<file path="src/tr_pkg.sv">
`default_nettype none

package tr_pkg;

    // Register geometry
    parameter int TR_WIDTH = 9;
    parameter int OP_W     = 4;
    parameter int ADDR_W   = TR_WIDTH - OP_W;

    // Shift counter must hold TR_WIDTH-1
    parameter int SHIFT_BITS_W = $clog2(TR_WIDTH);

    typedef enum logic [1:0] {
        CMD_LOAD_A = 2'd0,  // Parallel load from buffer A
        CMD_LOAD_B = 2'd1,  // Parallel load from buffer B
        CMD_SHIFT  = 2'd2,  // Serial shift in from din
        CMD_CLEAR  = 2'd3   // Clear to zero
    } tr_cmd_e;

    // Instruction syllable layout, op in the upper bits
    typedef struct packed {
        logic [OP_W-1:0]   op;
        logic [ADDR_W-1:0] addr;
    } tr_syl_t;

    // Same register word seen as data or as a syllable
    typedef union packed {
        logic [TR_WIDTH-1:0] raw;
        tr_syl_t             syl;
    } tr_word_u;

endpackage

`default_nettype wire

</file>
<file path="src/phase_timer.sv">
`timescale 1ns/1ps
`default_nettype none

module phase_timer #(
    parameter int PHASES = 5
) (
    input  logic sim_clk,
    input  logic arst_n,
    output logic bit_tick
);

    localparam int CNT_W = $clog2(PHASES);
    localparam logic [CNT_W-1:0] LAST_PHASE = CNT_W'(PHASES - 1);

    logic [CNT_W-1:0] phase_cnt;
    logic             at_last;

    assign at_last = (phase_cnt == LAST_PHASE);

    // Free-running phase counter within one bit time
    always_ff @(posedge sim_clk or negedge arst_n) begin
        if (!arst_n) begin
            phase_cnt <= '0;
        end else if (at_last) begin
            phase_cnt <= '0;
        end else begin
            phase_cnt <= phase_cnt + 1'b1;
        end
    end

    // One pulse per bit time
    always_ff @(posedge sim_clk or negedge arst_n) begin
        if (!arst_n) begin
            bit_tick <= 1'b0;
        end else begin
            bit_tick <= at_last;
        end
    end

endmodule

`default_nettype wire

</file>
<file path="src/transfer_reg.sv">
`timescale 1ns/1ps
`default_nettype none

module transfer_reg (
    input  logic                         sim_clk,
    input  logic                         arst_n,
    input  logic                         load_a_en,
    input  logic                         load_b_en,
    input  logic                         shift_en,
    input  logic                         clear_en,
    input  logic                         din,
    input  logic [tr_pkg::TR_WIDTH-1:0]  buf_a,
    input  logic [tr_pkg::TR_WIDTH-1:0]  buf_b,
    output tr_pkg::tr_word_u             word,
    output logic                         all_ones,
    output logic                         dout
);

    import tr_pkg::*;

    tr_word_u word_nxt;
    logic     any_en;

    assign any_en = load_a_en | load_b_en | shift_en | clear_en;

    // Next word from the active enable
    always_comb begin
        word_nxt = word;
        if (load_a_en) begin
            word_nxt.raw = buf_a;
        end else if (load_b_en) begin
            word_nxt.raw = buf_b;
        end else if (shift_en) begin
            word_nxt.raw = {word.raw[TR_WIDTH-2:0], din};  // Bit 1 in, toward bit 9
        end else if (clear_en) begin
            word_nxt.raw = '0;
        end
    end

    always_ff @(posedge sim_clk or negedge arst_n) begin
        if (!arst_n) begin
            word <= '0;
        end else if (any_en) begin
            word <= word_nxt;
        end
    end

    // Bit 9 delayed by one bit time
    always_ff @(posedge sim_clk or negedge arst_n) begin
        if (!arst_n) begin
            dout <= 1'b0;
        end else if (any_en) begin
            dout <= word.raw[TR_WIDTH-1];
        end
    end

    assign all_ones = &word.raw;  // Every bit set

endmodule

`default_nettype wire

</file>
<file path="src/transfer_sequencer.sv">
`timescale 1ns/1ps
`default_nettype none

module transfer_sequencer (
    input  logic             sim_clk,
    input  logic             arst_n,
    input  logic             bit_tick,
    input  logic             cmd_valid,
    input  tr_pkg::tr_cmd_e  cmd,
    output logic             load_a_en,
    output logic             load_b_en,
    output logic             shift_en,
    output logic             clear_en,
    output logic             busy,
    output logic             done
);

    import tr_pkg::*;

    typedef enum logic [1:0] {
        IDLE      = 2'd0,
        WAIT_TICK = 2'd1,
        SHIFTING  = 2'd2
    } seq_state_e;

    localparam logic [SHIFT_BITS_W-1:0] LAST_BIT = SHIFT_BITS_W'(TR_WIDTH - 1);

    seq_state_e              state;
    tr_cmd_e                 cmd_q;
    logic [SHIFT_BITS_W-1:0] shift_cnt;
    logic                    wait_hit;
    logic                    shift_hit;
    logic                    last_shift;

    // Single-tick operation lands on the next bit tick
    assign wait_hit   = (state == WAIT_TICK) && bit_tick;
    assign shift_hit  = (state == SHIFTING) && bit_tick;
    assign last_shift = shift_hit && (shift_cnt == LAST_BIT);

    always_ff @(posedge sim_clk or negedge arst_n) begin
        if (!arst_n) begin
            state     <= IDLE;
            cmd_q     <= CMD_LOAD_A;
            shift_cnt <= '0;
            done      <= 1'b0;
        end else begin
            done <= 1'b0;
            case (state)
                IDLE: begin
                    if (cmd_valid) begin
                        cmd_q     <= cmd;
                        shift_cnt <= '0;
                        if (cmd == CMD_SHIFT) begin
                            state <= SHIFTING;
                        end else begin
                            state <= WAIT_TICK;
                        end
                    end
                end
                WAIT_TICK: begin
                    if (wait_hit) begin
                        state <= IDLE;
                        done  <= 1'b1;
                    end
                end
                SHIFTING: begin
                    if (last_shift) begin
                        state <= IDLE;
                        done  <= 1'b1;
                    end else if (shift_hit) begin
                        shift_cnt <= shift_cnt + 1'b1;
                    end
                end
                default: begin
                    state <= IDLE;
                end
            endcase
        end
    end

    // Commands in flight are simply dropped
    assign busy = (state != IDLE);

    // Register steering, only ever one enable per bit tick
    assign load_a_en = wait_hit && (cmd_q == CMD_LOAD_A);
    assign load_b_en = wait_hit && (cmd_q == CMD_LOAD_B);
    assign clear_en  = wait_hit && (cmd_q == CMD_CLEAR);
    assign shift_en  = shift_hit;

endmodule

`default_nettype wire

</file>
<file path="src/transfer_top.sv">
`timescale 1ns/1ps
`default_nettype none

module transfer_top #(
    parameter int PHASES = 5
) (
    input  logic                          sim_clk,
    input  logic                          arst_n,
    input  logic                          cmd_valid,
    input  tr_pkg::tr_cmd_e               cmd,
    input  logic [tr_pkg::TR_WIDTH-1:0]   buf_a,
    input  logic [tr_pkg::TR_WIDTH-1:0]   buf_b,
    input  logic                          din,
    output logic [tr_pkg::TR_WIDTH-1:0]   tr_word,
    output logic [tr_pkg::OP_W-1:0]       tr_op,
    output logic [tr_pkg::ADDR_W-1:0]     tr_addr,
    output logic                          all_ones,
    output logic                          dout,
    output logic                          busy,
    output logic                          done
);

    import tr_pkg::*;

    logic     bit_tick;
    logic     load_a_en;
    logic     load_b_en;
    logic     shift_en;
    logic     clear_en;
    tr_word_u word;

    phase_timer #(
        .PHASES (PHASES)
    ) timer_i (
        .sim_clk  (sim_clk),
        .arst_n   (arst_n),
        .bit_tick (bit_tick)
    );

    transfer_sequencer seq_i (
        .sim_clk   (sim_clk),
        .arst_n    (arst_n),
        .bit_tick  (bit_tick),
        .cmd_valid (cmd_valid),
        .cmd       (cmd),
        .load_a_en (load_a_en),
        .load_b_en (load_b_en),
        .shift_en  (shift_en),
        .clear_en  (clear_en),
        .busy      (busy),
        .done      (done)
    );

    transfer_reg reg_i (
        .sim_clk   (sim_clk),
        .arst_n    (arst_n),
        .load_a_en (load_a_en),
        .load_b_en (load_b_en),
        .shift_en  (shift_en),
        .clear_en  (clear_en),
        .din       (din),
        .buf_a     (buf_a),
        .buf_b     (buf_b),
        .word      (word),
        .all_ones  (all_ones),
        .dout      (dout)
    );

    assign tr_word = word.raw;
    assign tr_op   = word.syl.op;    // Syllable view of the same word
    assign tr_addr = word.syl.addr;

endmodule

`default_nettype wire
</file>
<file path="config.mk">
export PLATFORM = sky130hd
export DESIGN_NAME = transfer_top
export DESIGN_NICKNAME = d
export VERILOG_FILES = /design/src/tr_pkg.sv /design/src/phase_timer.sv /design/src/transfer_reg.sv /design/src/transfer_sequencer.sv /design/src/transfer_top.sv
export SDC_FILE = /design/constraint.sdc
export NUM_CORES = 1
export LEC_CHECK = 0
export BUFFER_PORTS_ARGS = -buffer_cell sky130_fd_sc_hd__buf_4
export CELL_PAD_IN_SITES_DETAIL_PLACEMENT = 1
export CELL_PAD_IN_SITES_GLOBAL_PLACEMENT = 2
export CORE_UTILIZATION = 32
export CTS_CLUSTER_DIAMETER = 150
export CTS_CLUSTER_SIZE = 12
export DETAILED_ROUTE_END_ITERATION = 8
export PLACE_DENSITY = 0.81
export SYNTH_ARGS = -nofsm -noshare
export SYNTH_HDL_FRONTEND = slang
export SYNTH_SLANG_ARGS = --single-unit
</file>
<file path="constraint.sdc">
create_clock -name sim_clk -period 2.72 [get_ports sim_clk]
set_input_delay 0.544 -clock sim_clk [delete_from_list [all_inputs] [get_ports sim_clk]]
set_output_delay 0.544 -clock sim_clk [all_outputs]
set_load 0.05 [all_outputs]
</file>
==> key figures <==
Floorplanning
  – Die span in y: a little under 70 um
  – Die width: ~67 um
  – Die area: 4540 sq um
  – Number of core rows: 23
  – Core area: 4060 sq um
  – Initial Util: between 30% and 40%
  – I/O pin count: 46

Synthesis
  – Seq cells post-synth: 23
  – Post-synth EDFFs: 0
  – Syn Nets: roughly 170
  – Ys Warns: 0
  – Syn Std Cell Area: about 1400 sq um
  – Synth top area cells: dfrtp_1 42%, ha_1 6.4%, mux2i_1 5.9%, o21ai_0 5.5%, buf_4 4.9%
  – Most numerous cell in the Yosys netlist: dfrtp_1
  – Main synth FF type: dfrtp_1
  – Syn avg cell area: just under 10 sq um
  – Post-synth ARST share: 100%
  – Post-synth top cells: 23 x dfrtp_1, 15 x o21ai_0, 10 x inv_1, 9 x buf_4, 9 x nand2_1
  – Post-synth top area cell: dfrtp_1
  – Cell variety after synth: 34
  – Syn Inst Count: 140
  – Sequential-to-total area share from yosys stat: a little over two fifths
  – Share of the synthesized area in the top cell type: 42.1%

Placed design
  – Placed inst area: between 1500 and 2000 sq um
  – Placer Congestion: roughly 0.75
  – Post-detail-place hpwl: about 2700 um
  – Port-buffer cells: 45
  – Cell count after placement: between 200 and 250

Detailed routing
  – DRC viols: 0
  – Drt via density: 5.14
  – Drt pass-1 iters: 4
  – Final WL: ~3500 um
  – Detailed-route wire length per cell: between 15 and 20 um
  – Via count: between 1000 and 1500
  – Drt initial violations: 32
  – Final ANT Viol Nets: 0

Critical path
  – Worst Path Max Fanout: 17
  – WP data arrival: 2190 ps
  – Critical Path RT: 2860 ps
  – Crit path launch type: flip-flop
  – CP endpoint kind: flip-flop
  – Critical path class: flip-flop to flip-flop

Global route
  – Initial antenna violation count: 0
  – Largest net degree at the start of global routing: 24
  – Total gr overflow: 0
  – Total GRT Usage: between 15 and 20%
  – First-pass GRT wire length: 5710 um
  – Vias in the first global route: 1193

Worst hold path
  – Worst Hold Class: input pin to asynchronous set/reset pin

STA
  – Tmin final: between 2000 and 2500 ps
  – Hold_ws: between 150 and 200 ps
  – Layout Skew: 1.97 ps
  – Final Hold Fails: 0
  – Highest Clock Rate: 489 MHz
  – Setup violators final: 0
  – Slew @ Worst Pin: 601 ps
  – RSZ-0062 raised after global routing: no
  – Setup TNS: 0 ps
  – Relative slew margins: 60.0%
  – Period utilization: roughly three quarters
  – Final Max Slew Viols: 0

Cells and area
  – Share of layout cells above drive strength 1: between 30% and 40%
  – Area growth, synth to finish: 25.6%
  – Final instance area: approximately 1700 sq um
  – Ant. Diodes: 0
  – Fin cells: 225
  – Post-layout nets: around 210

CTS
  – Reg clk slew, reported paths: 80 ps
  – CTS tree: built
  – Clock buffer depth: 2
  – CTS root buf: clkbuf_8
  – Clock sink total: 23
  – Cts repair resizes: 0
  – Clk_lat worst skew: 270 ps
  – H-tree depth: 1
  – Hold Buf Count CTS: 0
  – Setup bufs post-CTS: 0
  – TritonCTS Buffers: 3

Outcome
  – Outcome: finished clean

Power
  – Pleak: 0.000832 uW
  – Peak VDD IR: 0.000510 V
  – Pwr dens: between 1000 and 1500 nW/um^2

Run
  – Max_cap viols: 0
[flip-flops by register name, indices dropped and copies added, names as in the netlist]
| signal | count |
|---|---|
| seq_i.cmd_q | 2 |
| timer_i.phase_cnt | 3 |
| timer_i.bit_tick | 1 |
| reg_i.dout | 1 |
| reg_i.word | 9 |
| seq_i.shift_cnt | 4 |
| seq_i.done | 1 |
| seq_i.state | 2 |
[layout by cell type (no fill, tap or decap), types with 5 or more instances in the layout]
cell type and count:
inv_1 10, a22o_1 7, o21ai_0 15, nand3_1 8, dfrtp_1 23, nor2_1 5
ha_1 7, mux2i_1 8, buf_4 45, nand2_1 9
[layout make-up]
| class | instances | area (sq um) |
|---|---|---|
| Tap cell | 50 | 62.6 |
| Sequential cell | 23 | 576 |
| Clock buffer | 3 | 41.3 |
| Timing Repair Buffer | 45 | 338 |
| Multi-Input combinational cell | 93 | 657 |
| Fill cell | 486 | 2340 |
| Clock inverter | 1 | 5.00 |
| Inverter | 10 | 37.5 |
[critical path, cell delays in order, from the launching register on]
cell and delay (ps):
dfrtp_1 400, inv_1 100, ha_1 550, nand2_1 140, nor3_1 410, or2_4 220
o21ai_0 100
[worst paths after layout]
| kind | startpoint | to | slack (ps) | cells past startpoint |
|---|---|---|---|---|
| max reg2reg | seq_i.state[0] | seq_i.shift_cnt[1] | 680 | 6 |
| min | arst_n | reg_i.word[0] | 160 | 1 |
| min reg2reg | timer_i.phase_cnt[0] | timer_i.phase_cnt[0] | 470 | 1 |
| min in group sim_clk | timer_i.phase_cnt[0] | timer_i.phase_cnt[0] | 470 | 1 |
| max | seq_i.state[0] | seq_i.shift_cnt[1] | 680 | 6 |
| max in group asynchronous | arst_n | seq_i.state[0] | 2330 | 1 |
[where the power goes]
part | switching (uW) | leakage [uW] | total (uW) | internal [uW]
sequential | 155 | 0.000296 | 595 | 440
clock | 111 | 0.0000255 | 214 | 102
combinational | 778 | 0.000510 | 1180 | 405
[stage by stage]
stage | power (uW) | util [%] | setup WS, ps
4_1_cts | 2020 | 42.3 | 685
2_1_floorplan | 1520 | - | 256
6_report | 1990 | 42.3 | 676
3_3_place_gp | 1770 | 41.2 | 779
5_1_grt | 2120 | 42.3 | 477
3_5_place_dp | 1800 | 41.2 | 701
[logic make-up (layout without fill, tap and decap cells)]
| logic type | after synthesis | after routing | synth area share, % |
|---|---|---|---|
| and+or+nand+nor | 40 | 40 | 15.8 |
| AOI/OAI and AO/OA | 34 | 34 | 16.5 |
| muxes | 12 | 12 | 9.43 |
| adders and majority gates | 7 | 7 | 6.41 |
| buffers and inverters | 24 | 59 | 9.80 |
| DFF | 23 | 23 | 42.1 |
[layer usage]
metal	global-route usage (%)	vias up	routed length, um
met5	0	-	0
met4	6.91	0	42
met3	2.70	4	192
met2	30.9	39	1770
met1	20.4	559	1500
li1	-	555	-
No activity file was read; power rests on OpenSTA's default activity.
